[src/source/crc_pkg.sv]
package crc_pkg;

	// bus and table sizes
	localparam int csr_addr_width = 8;
	localparam int data_width = 32;
	localparam int key_width = 4;
	localparam int key_size = 16;
	localparam int ram_addr_width = 4;

	// register map
	localparam logic [csr_addr_width-1:0] exception_offset = 8'h00;
	localparam logic [csr_addr_width-1:0] success_offset = 8'h01;
	localparam logic [csr_addr_width-1:0] fail_offset = 8'h02;
	localparam logic [csr_addr_width-1:0] maxcount_offset = 8'h03;
	localparam logic [csr_addr_width-1:0] cat_offset = 8'h04;

	// address bits 7..4 select a window pointer write
	localparam int dir_lsb = 4;
	localparam int dir_width = 4;
	localparam logic [dir_width-1:0] pointer_start_dir = 4'd1;
	localparam logic [dir_width-1:0] pointer_end_dir = 4'd2;

	// exception register fields
	localparam int irq_bit = 0;
	localparam int ex_bit = 1;
	localparam int task_lsb = 4;

	// fail field value of a task with no failure
	localparam logic [1:0] fail_none = 2'd3;

	// core assignment fields in the write data
	localparam int cat_logical_lsb = 24;
	localparam int cat_task_lsb = 16;
	localparam int cat_physical_lsb = 0;

endpackage

[src/source/comparison_window.sv]
`timescale 1ns/1ps

module comparison_window (
	input  logic                                  clk,
	input  logic                                  reset,
	input  logic                                  maxcount_write,
	input  logic                                  pointer_start_write,
	input  logic                                  pointer_end_write,
	input  logic [crc_pkg::ram_addr_width-1:0]    data,
	output logic                                  maxcount_ack,
	output logic                                  pointer_ack,
	output logic [crc_pkg::ram_addr_width-1:0]    maxcount,
	output logic [crc_pkg::ram_addr_width-1:0]    window_start,
	output logic [crc_pkg::ram_addr_width-1:0]    window_end
);

	logic maxcount_en;
	logic pointer_en;

	assign maxcount_en = maxcount_write && !maxcount_ack;
	// start and end share one ack line
	assign pointer_en = (pointer_start_write || pointer_end_write) && !pointer_ack;

	always_ff @(posedge clk or posedge reset) begin
		if (reset) begin
			maxcount <= 1;
			window_start <= '0;
			window_end <= '1;
			maxcount_ack <= 1'b0;
			pointer_ack <= 1'b0;
		end else begin
			maxcount_ack <= maxcount_en;
			pointer_ack <= pointer_en;
			if (maxcount_en)
				maxcount <= data;
			if (pointer_en && pointer_start_write)
				window_start <= data;
			if (pointer_en && pointer_end_write)
				window_end <= data;
		end
	end

endmodule

[src/source/core_assignment_table.sv]
`timescale 1ns/1ps

module core_assignment_table (
	input  logic                              clk,
	input  logic                              reset,
	input  logic                              cat_write,
	input  logic [1:0]                        cat_logical,
	input  logic [crc_pkg::key_width-1:0]     cat_task,
	input  logic [crc_pkg::key_width-1:0]     cat_physical,
	output logic                              cat_ack,
	input  logic [crc_pkg::key_width-1:0]     lookup_core,
	output logic                              lookup_valid,
	output logic [crc_pkg::key_width-1:0]     lookup_task,
	output logic [1:0]                        lookup_logical
);

	logic [crc_pkg::key_size-1:0] entry_valid;
	logic [crc_pkg::key_width-1:0] task_table [crc_pkg::key_size];
	logic [1:0] logical_table [crc_pkg::key_size];
	logic write_en;

	// strobe stays high until acked, so take it once
	assign write_en = cat_write && !cat_ack;

	always_ff @(posedge clk or posedge reset) begin
		if (reset) begin
			entry_valid <= '0;
			cat_ack <= 1'b0;
		end else begin
			cat_ack <= write_en;
			if (write_en)
				entry_valid[cat_physical] <= 1'b1;
		end
	end

	always_ff @(posedge clk) begin
		if (write_en) begin
			task_table[cat_physical] <= cat_task;
			logical_table[cat_physical] <= cat_logical;
		end
	end

	assign lookup_valid = entry_valid[lookup_core];
	assign lookup_task = task_table[lookup_core];
	assign lookup_logical = logical_table[lookup_core];

	cat_ack_pulse: assert property (@(posedge clk) disable iff (reset)
		cat_ack |=> !cat_ack);

endmodule

[src/source/crc_comparator_top.sv]
`timescale 1ns/1ps

module crc_comparator_top (
	input  logic                                 clk,
	input  logic                                 reset,
	input  logic [crc_pkg::csr_addr_width-1:0]   csr_address,
	input  logic                                 csr_read,
	input  logic                                 csr_write,
	input  logic [crc_pkg::data_width-1:0]       csr_writedata,
	output logic [crc_pkg::data_width-1:0]       csr_readdata,
	output logic                                 csr_waitrequest,
	input  logic                                 fprint_write,
	input  logic [crc_pkg::key_width-1:0]        fprint_physical_core,
	input  logic [crc_pkg::data_width-1:0]       fprint_data,
	output logic                                 irq
);

	logic [crc_pkg::key_width-1:0] comparator_task_id;
	logic [1:0] comparator_logical_core_id;
	logic comparator_status_write;
	logic comparator_mismatch_detected;
	logic csr_status_ack;
	logic csr_cat_write;
	logic fprint_cat_ack;
	logic csr_maxcount_write;
	logic counter_maxcount_ack;
	logic csr_pointer_start_write;
	logic csr_pointer_end_write;
	logic comp_pointer_ack;
	logic [1:0] csr_logical_core_id;
	logic [crc_pkg::key_width-1:0] csr_task_id;
	logic [crc_pkg::key_width-1:0] csr_physical_core_id;
	logic [crc_pkg::ram_addr_width-1:0] csr_pointer_data;
	logic [crc_pkg::key_width-1:0] lookup_core;
	logic lookup_valid;
	logic [crc_pkg::key_width-1:0] lookup_task;
	logic [1:0] lookup_logical;
	logic [crc_pkg::ram_addr_width-1:0] maxcount;
	logic [crc_pkg::ram_addr_width-1:0] window_start;
	logic [crc_pkg::ram_addr_width-1:0] window_end;

	// maxcount and pointer data are the same write data bits
	csr_registers csr_i (
		.clk(clk), .reset(reset),
		.csr_address(csr_address), .csr_read(csr_read), .csr_write(csr_write),
		.csr_writedata(csr_writedata), .csr_readdata(csr_readdata),
		.csr_waitrequest(csr_waitrequest),
		.comparator_task_id(comparator_task_id),
		.comparator_logical_core_id(comparator_logical_core_id),
		.comparator_status_write(comparator_status_write),
		.comparator_mismatch_detected(comparator_mismatch_detected),
		.csr_status_ack(csr_status_ack), .irq(irq),
		.csr_cat_write(csr_cat_write), .fprint_cat_ack(fprint_cat_ack),
		.csr_maxcount_write(csr_maxcount_write), .counter_maxcount_ack(counter_maxcount_ack),
		.csr_pointer_start_write(csr_pointer_start_write),
		.csr_pointer_end_write(csr_pointer_end_write), .comp_pointer_ack(comp_pointer_ack),
		.csr_logical_core_id(csr_logical_core_id), .csr_task_id(csr_task_id),
		.csr_physical_core_id(csr_physical_core_id),
		.csr_maxcount_data(), .csr_pointer_data(csr_pointer_data)
	);

	core_assignment_table cat_i (
		.clk(clk), .reset(reset),
		.cat_write(csr_cat_write), .cat_logical(csr_logical_core_id),
		.cat_task(csr_task_id), .cat_physical(csr_physical_core_id),
		.cat_ack(fprint_cat_ack), .lookup_core(lookup_core),
		.lookup_valid(lookup_valid), .lookup_task(lookup_task),
		.lookup_logical(lookup_logical)
	);

	comparison_window window_i (
		.clk(clk), .reset(reset),
		.maxcount_write(csr_maxcount_write),
		.pointer_start_write(csr_pointer_start_write),
		.pointer_end_write(csr_pointer_end_write),
		.data(csr_pointer_data),
		.maxcount_ack(counter_maxcount_ack), .pointer_ack(comp_pointer_ack),
		.maxcount(maxcount), .window_start(window_start), .window_end(window_end)
	);

	fingerprint_comparator comparator_i (
		.clk(clk), .reset(reset),
		.fprint_write(fprint_write), .fprint_physical_core(fprint_physical_core),
		.fprint_data(fprint_data), .lookup_core(lookup_core),
		.lookup_valid(lookup_valid), .lookup_task(lookup_task),
		.lookup_logical(lookup_logical), .maxcount(maxcount),
		.window_start(window_start), .window_end(window_end),
		.status_ack(csr_status_ack), .status_write(comparator_status_write),
		.status_task(comparator_task_id), .status_logical(comparator_logical_core_id),
		.status_mismatch(comparator_mismatch_detected)
	);

endmodule

[src/source/csr_registers.sv]
`timescale 1ns/1ps

module csr_registers (
	input  logic                                   clk,
	input  logic                                   reset,
	input  logic [crc_pkg::csr_addr_width-1:0]     csr_address,
	input  logic                                   csr_read,
	input  logic                                   csr_write,
	input  logic [crc_pkg::data_width-1:0]         csr_writedata,
	output logic [crc_pkg::data_width-1:0]         csr_readdata,
	output logic                                   csr_waitrequest,
	input  logic [crc_pkg::key_width-1:0]          comparator_task_id,
	input  logic [1:0]                             comparator_logical_core_id,
	input  logic                                   comparator_status_write,
	input  logic                                   comparator_mismatch_detected,
	output logic                                   csr_status_ack,
	output logic                                   irq,
	output logic                                   csr_cat_write,
	input  logic                                   fprint_cat_ack,
	output logic                                   csr_maxcount_write,
	input  logic                                   counter_maxcount_ack,
	output logic                                   csr_pointer_start_write,
	output logic                                   csr_pointer_end_write,
	input  logic                                   comp_pointer_ack,
	output logic [1:0]                             csr_logical_core_id,
	output logic [crc_pkg::key_width-1:0]          csr_task_id,
	output logic [crc_pkg::key_width-1:0]          csr_physical_core_id,
	output logic [crc_pkg::ram_addr_width-1:0]     csr_maxcount_data,
	output logic [crc_pkg::ram_addr_width-1:0]     csr_pointer_data
);

	typedef enum logic [3:0] {
		st_idle,
		st_regs_write,
		st_cat_write,
		st_maxcount_write,
		st_pointer_start_write,
		st_pointer_end_write,
		st_read,
		st_waitrequest,
		st_report,
		st_status_ack
	} state_t;

	state_t state;

	logic [crc_pkg::data_width-1:0] exception_reg;
	logic [crc_pkg::key_size-1:0] success_reg;
	logic [2*crc_pkg::key_size-1:0] fail_reg;

	logic exception_sel;
	logic success_sel;
	logic fail_sel;
	logic cat_sel;
	logic maxcount_sel;
	logic pointer_start_sel;
	logic pointer_end_sel;
	logic report_accept;

	assign exception_sel = (csr_address == crc_pkg::exception_offset);
	assign success_sel = (csr_address == crc_pkg::success_offset);
	assign fail_sel = (csr_address == crc_pkg::fail_offset);
	assign maxcount_sel = (csr_address == crc_pkg::maxcount_offset);
	assign cat_sel = (csr_address == crc_pkg::cat_offset);
	assign pointer_start_sel =
		(csr_address[crc_pkg::dir_lsb +: crc_pkg::dir_width] == crc_pkg::pointer_start_dir);
	assign pointer_end_sel =
		(csr_address[crc_pkg::dir_lsb +: crc_pkg::dir_width] == crc_pkg::pointer_end_dir);

	// forwarded fields straight from the held write data
	assign csr_logical_core_id = csr_writedata[crc_pkg::cat_logical_lsb +: 2];
	assign csr_task_id = csr_writedata[crc_pkg::cat_task_lsb +: crc_pkg::key_width];
	assign csr_physical_core_id = csr_writedata[crc_pkg::cat_physical_lsb +: crc_pkg::key_width];
	assign csr_maxcount_data = csr_writedata[crc_pkg::ram_addr_width-1:0];
	assign csr_pointer_data = csr_writedata[crc_pkg::ram_addr_width-1:0];

	// processor accesses win over a pending report
	assign report_accept = (state == st_idle) && !csr_write && !csr_read &&
		comparator_status_write && !irq;

	always_ff @(posedge clk or posedge reset) begin
		if (reset) begin
			state <= st_idle;
		end else begin
			case (state)
				st_idle: begin
					if (csr_write) begin
						if (exception_sel)
							state <= st_regs_write;
						else if (cat_sel)
							state <= st_cat_write;
						else if (maxcount_sel)
							state <= st_maxcount_write;
						else if (pointer_start_sel)
							state <= st_pointer_start_write;
						else if (pointer_end_sel)
							state <= st_pointer_end_write;
						else
							state <= st_waitrequest;
					end else if (csr_read) begin
						state <= st_read;
					end else if (report_accept) begin
						state <= st_report;
					end
				end
				st_regs_write: state <= st_waitrequest;
				st_cat_write: if (fprint_cat_ack) state <= st_waitrequest;
				st_maxcount_write: if (counter_maxcount_ack) state <= st_waitrequest;
				st_pointer_start_write: if (comp_pointer_ack) state <= st_waitrequest;
				st_pointer_end_write: if (comp_pointer_ack) state <= st_waitrequest;
				st_read: state <= st_waitrequest;
				st_report: state <= st_status_ack;
				default: state <= st_idle;
			endcase
		end
	end

	assign csr_cat_write = (state == st_cat_write);
	assign csr_maxcount_write = (state == st_maxcount_write);
	assign csr_pointer_start_write = (state == st_pointer_start_write);
	assign csr_pointer_end_write = (state == st_pointer_end_write);
	assign csr_waitrequest = (state != st_waitrequest);
	assign csr_status_ack = (state == st_status_ack);
	assign irq = exception_reg[crc_pkg::irq_bit];

	always_ff @(posedge clk) begin
		if (state == st_read) begin
			if (exception_sel)
				csr_readdata <= exception_reg;
			else if (success_sel)
				csr_readdata <= crc_pkg::data_width'(success_reg);
			else if (fail_sel)
				csr_readdata <= fail_reg;
			else
				csr_readdata <= '0;
		end
	end

	always_ff @(posedge clk or posedge reset) begin
		if (reset) begin
			exception_reg <= '0;
			success_reg <= '0;
			fail_reg <= {crc_pkg::key_size{crc_pkg::fail_none}};
		end else if (state == st_regs_write) begin
			exception_reg <= csr_writedata;
			success_reg <= '0;
			fail_reg <= {crc_pkg::key_size{crc_pkg::fail_none}};
		end else if (report_accept) begin
			exception_reg[crc_pkg::irq_bit] <= 1'b1;
			exception_reg[crc_pkg::ex_bit] <= comparator_mismatch_detected;
			exception_reg[crc_pkg::task_lsb +: crc_pkg::key_width] <= comparator_task_id;
			success_reg[comparator_task_id] <= !comparator_mismatch_detected;
			// two bits per task, task k at 2k+1..2k
			if (comparator_mismatch_detected)
				fail_reg[2*comparator_task_id +: 2] <= comparator_logical_core_id;
		end
	end

	forward_onehot: assert property (@(posedge clk) disable iff (reset)
		$onehot0({csr_cat_write, csr_maxcount_write, csr_pointer_start_write,
			csr_pointer_end_write}));

	status_ack_pulse: assert property (@(posedge clk) disable iff (reset)
		csr_status_ack |=> !csr_status_ack);

endmodule

[src/source/fingerprint_comparator.sv]
`timescale 1ns/1ps

module fingerprint_comparator (
	input  logic                                  clk,
	input  logic                                  reset,
	input  logic                                  fprint_write,
	input  logic [crc_pkg::key_width-1:0]         fprint_physical_core,
	input  logic [crc_pkg::data_width-1:0]        fprint_data,
	output logic [crc_pkg::key_width-1:0]         lookup_core,
	input  logic                                  lookup_valid,
	input  logic [crc_pkg::key_width-1:0]         lookup_task,
	input  logic [1:0]                            lookup_logical,
	input  logic [crc_pkg::ram_addr_width-1:0]    maxcount,
	input  logic [crc_pkg::ram_addr_width-1:0]    window_start,
	input  logic [crc_pkg::ram_addr_width-1:0]    window_end,
	input  logic                                  status_ack,
	output logic                                  status_write,
	output logic [crc_pkg::key_width-1:0]         status_task,
	output logic [1:0]                            status_logical,
	output logic                                  status_mismatch
);

	logic [crc_pkg::data_width-1:0] fprint_side0 [crc_pkg::key_size];
	logic [crc_pkg::data_width-1:0] fprint_side1 [crc_pkg::key_size];
	logic [crc_pkg::key_size-1:0] present0;
	logic [crc_pkg::key_size-1:0] present1;
	logic [crc_pkg::ram_addr_width-1:0] count [crc_pkg::key_size];

	logic in_window;
	logic accept;
	logic side;
	logic other_present;
	logic mismatch;
	logic [crc_pkg::ram_addr_width-1:0] next_count;
	logic report;

	assign lookup_core = fprint_physical_core;

	always_comb begin
		in_window = (lookup_task >= window_start) && (lookup_task <= window_end);
		// a pending report blocks new fingerprints
		accept = fprint_write && !status_write && lookup_valid && in_window;
		side = (lookup_logical != 2'd0);
		other_present = side ? present0[lookup_task] : present1[lookup_task];
		mismatch = side ? (fprint_data != fprint_side0[lookup_task]) :
			(fprint_data != fprint_side1[lookup_task]);
		next_count = count[lookup_task] + 1'b1;
		report = accept && other_present && (mismatch || (next_count == maxcount));
	end

	always_ff @(posedge clk or posedge reset) begin
		if (reset) begin
			present0 <= '0;
			present1 <= '0;
			status_write <= 1'b0;
			for (int i = 0; i < crc_pkg::key_size; i++)
				count[i] <= '0;
		end else begin
			if (accept && other_present) begin
				// pair complete
				present0[lookup_task] <= 1'b0;
				present1[lookup_task] <= 1'b0;
				count[lookup_task] <= report ? '0 : next_count;
			end else if (accept && side) begin
				present1[lookup_task] <= 1'b1;
			end else if (accept) begin
				present0[lookup_task] <= 1'b1;
			end
			if (report)
				status_write <= 1'b1;
			else if (status_ack)
				status_write <= 1'b0;
		end
	end

	// only the first side of a pair is kept
	always_ff @(posedge clk) begin
		if (accept && !other_present) begin
			if (side)
				fprint_side1[lookup_task] <= fprint_data;
			else
				fprint_side0[lookup_task] <= fprint_data;
		end
		if (report) begin
			status_task <= lookup_task;
			status_logical <= lookup_logical;
			status_mismatch <= mismatch;
		end
	end

	status_held: assert property (@(posedge clk) disable iff (reset)
		$fell(status_write) |-> $past(status_ack));

endmodule
[config.mk]
export PLATFORM = sky130hd
export DESIGN_NAME = crc_comparator_top
export DESIGN_NICKNAME = d
export VERILOG_FILES = /design/src/source/crc_pkg.sv /design/src/source/comparison_window.sv /design/src/source/core_assignment_table.sv /design/src/source/crc_comparator_top.sv /design/src/source/csr_registers.sv /design/src/source/fingerprint_comparator.sv
export SDC_FILE = /design/constraint.sdc
export NUM_CORES = 2
export LEC_CHECK = 0
export CORE_UTILIZATION = 23
export DETAILED_ROUTE_END_ITERATION = 7
export DONT_BUFFER_PORTS = 1
export GPL_ROUTABILITY_DRIVEN = 0
export PLACE_DENSITY = 0.44
export SLEW_MARGIN = 0
export SYNTH_ARGS = -nofsm -noshare
export SYNTH_HDL_FRONTEND = slang
export SYNTH_SLANG_ARGS = --single-unit
[constraint.sdc]
create_clock -name clk -period 9.38 [get_ports clk]
set_clock_uncertainty 0.15 [all_clocks]
set_input_delay 0.938 -clock clk [delete_from_list [all_inputs] [get_ports clk]]
set_output_delay 0.938 -clock clk [all_outputs]
set_load 0.02 [all_outputs]
==> results.json <==
{
  "rsz0062_at_grt": "false",
  "setup_viol": 0,
  "core_area_mm2": 0.244,
  "routed_wl_um": 179000,
  "gr-total-overflow": 0,
  "h-tree-depth": 4,
  "fin_crit_sh": 0.753,
  "postSynthAreaPerCell_um2": 13.8,
  "clockPowerShare": 0.381,
  "synth_warnings": 0,
  "period_needed_ns": 7.06,
  "synthFlopType": "edfxtp_1",
  "die_w_um": 498,
  "max_freq_mhz": 142,
  "p_leak_nw": 21.9,
  "start_kind": "flip-flop",
  "crit_arrival_ns": 7.42,
  "peakVddDrop_mv": 0.140,
  "path_common_cell": "buf_4",
  "crit_fanout": 104,
  "cp.required_ns": 9.73,
  "endpoint_kind": "flip-flop",
  "grt_pass1_vias": 34200,
  "synth_edf_count": 1159,
  "yosysUniqueCellTypes": 83,
  "fin_setup_tns_ns": 0,
  "dr.pass1.iters": 6,
  "cpMaxStageDelayCell": "a2111oi_0",
  "die_height_um": 498,
  "final_net_count": 4179,
  "cts_sinks": 1371,
  "clk_pin_slew_ns": 0.06,
  "ys_ff_latch": 1371,
  "io_buffers": 0,
  "power_frac_seq": 0.494,
  "powerDensity_mw_per_mm2": 223,
  "critPathKind": "reg -> reg",
  "dieArea_mm2": 0.248,
  "max_slew.worst_pin.slew_ns": 1.36,
  "yosysSeqAreaShare": 0.710,
  "cp_slowest_stage_delay_ns": 0.91,
  "hold_viol": 0,
  "syn_inst": 4085,
  "relSlewSlack": 0.0941,
  "crit_chain": "mux4_2 > or2_0 > and4_4 > nor2_8 > clkinv_8 > buf_4 > mux2_2 > o22ai_1 > nor4_1 > a31oi_1 > xnor2_1 > a2111oi_0 > and4b_1 > nand3_2 > buf_4 > o21a_1",
  "swShare": 0.269,
  "intPower_mw": 10.6,
  "syn_to_final_growth_pct": 15.0,
  "root_buffer": "clkbuf_16",
  "layout_commonest_cell": "edfxtp_1",
  "viasPerCell": 4.64,
  "cts_buffer_depth": 3,
  "rows": 181,
  "outcome": "finished clean",
  "slew_viol_final": 0,
  "layout_common_cells": "edfxtp_1 (1159), nand2_1 (860), nand3_1 (265), mux2i_1 (196), dfrtp_1 (175)",
  "p_comb_frac": 0.125,
  "grt_max_degree": 153,
  "grt_pass1_wl_um": 256000,
  "drive_above_1_share": 0.137,
  "cap_violations": 0,
  "ios": 115,
  "async_flop_share": 0.155,
  "drt_iter0_drc": 3088,
  "fillerInstances": 24900,
  "reg.largest.list": "comparator_i.fprint_side0 x512, comparator_i.fprint_side1 x512",
  "start_util": 0.232,
  "cts_tree": "done",
  "antenna_found_initial": 7,
  "setup_ws_ns": 2.32,
  "synth_nets": 4181,
  "wl_per_cell_um": 24.2,
  "hp-class": "in -> reg",
  "grt_usage": 0.142,
  "ant_nets": 0,
  "cts_buffers": 147,
  "clk_latency_ns": 0.80,
  "place_ws_ns": 1.57,
  "syn_area_mm2": 0.0566,
  "power_switching_mw": 3.91,
  "dr_total_vias": 34300,
  "hpwl_um": 104000,
  "drc": 0
}
-- Yosys cell counts, drive strengths merged (24+ instances only) --
master  count  area (um2)
dfstp      37         972
nor3       40         210
a31oi      31         194
mux2       74         833
xor2       29         254
o22ai      26         163
and3       34         213
a22oi      24         180
edfxtp   1159       34800
o31ai      53         468
clkbuf     88         330
buf       157         932
o21ai     124         621
nand2     862        3240
a21oi     168         841
nand4      41         257
nand3     268        1350
mux4       71        1600
nor2      154         597
mux2i     197        1980
dfrtp     175        4380
-- worst max-delay path, delay by kind of cell, from the launching register on --
| kind | cells | cell delay, ns |
|---|---|---|
| and+or+nand+nor | 6 | 2.16 |
| buffers and inverters | 3 | 1.41 |
| AOI/OAI and AO/OA | 4 | 1.40 |
| muxes | 2 | 0.75 |
| DFF | 1 | 0.36 |
| xor gates and xnor gates | 1 | 0.30 |
-- stage by stage --
stage          instances  utilization  hold slack [ns]  total power [mW]  area (um2)
2_1_floorplan       4085            -            0.284              8.48       56600
3_3_place_gp        7133        0.248            0.297              9.12       60500
3_5_place_dp        7133        0.248            0.302              9.12       60500
4_1_cts             7392        0.266           0.0327              14.7       65000
5_1_grt             7395        0.267           0.0369              15.1       65000
6_report            7399        0.267           0.0870              14.5       65000
-- area by class of cell --
| class | instances | area [um2] | share of cell area |
|---|---|---|---|
| diodes | 5 | 12.5 | 0.000192 |
| clock buffers | 185 | 3860 | 0.0594 |
| clock inverters | 73 | 588 | 0.00904 |
| inverters | 22 | 129 | 0.00198 |
| multi-input cells | 2447 | 15500 | 0.238 |
| flip-flops and latches | 1371 | 40200 | 0.617 |
| well taps | 3202 | 4010 | 0.0616 |
| repair buffers | 94 | 833 | 0.0128 |
-- per-layer routing --
layer | GRT usage | vias to the layer above | routed length [um]
li1 | - | 15300 | -
met1 | 0.195 | 17800 | 81300
met2 | 0.223 | 1070 | 81900
met3 | 0.0345 | 227 | 12000
met4 | 0.0335 | 0 | 3570
met5 | 0 | - | 0
-- kinds of logic after synthesis --
group / Yosys count / synth area share
buffers and inverters: 267 / 0.0239
DFF: 1371 / 0.710
muxes: 342 / 0.0779
AOI/OAI and AO/OA: 540 / 0.0613
adders and majority gates: 15 / 0.00332
and+or+nand+nor: 1503 / 0.117
xor gates and xnor gates: 47 / 0.00728
-- what timing repair did --
action,CTS,global route
setup buffers,0,0
hold endpoints to repair,48,0
resized for setup,0,0
hold buffers,1,0
-- worst paths after layout --
kind	slack [ns]	from	end	cells after the start
max	2.32	cat_i.task_table[11][0]	comparator_i.status_task[0]	16
min	0.09	fprint_data[29]	comparator_i.fprint_side1[11][29]	0
max reg2reg	2.32	cat_i.task_table[11][0]	comparator_i.status_task[0]	16
min reg2reg	0.31	cat_i.entry_valid[2]	cat_i.entry_valid[2]	1
max in group asynchronous	7.08	reset	comparator_i.count[24]	3
min in group asynchronous	0.58	reset	csr_i.exception_reg[11]	2
-- power by group through the flow --
stage	registers [mW]	clock network, mW	logic, mW
after floorplan	7.23	0	1.25
after detailed placement	7.30	0	1.82
final	7.17	5.53	1.81
after CTS	7.18	5.67	1.83
after global placement	7.29	0	1.82
after global routing	7.21	5.89	1.98
Power figures use the tool's default switching activity.
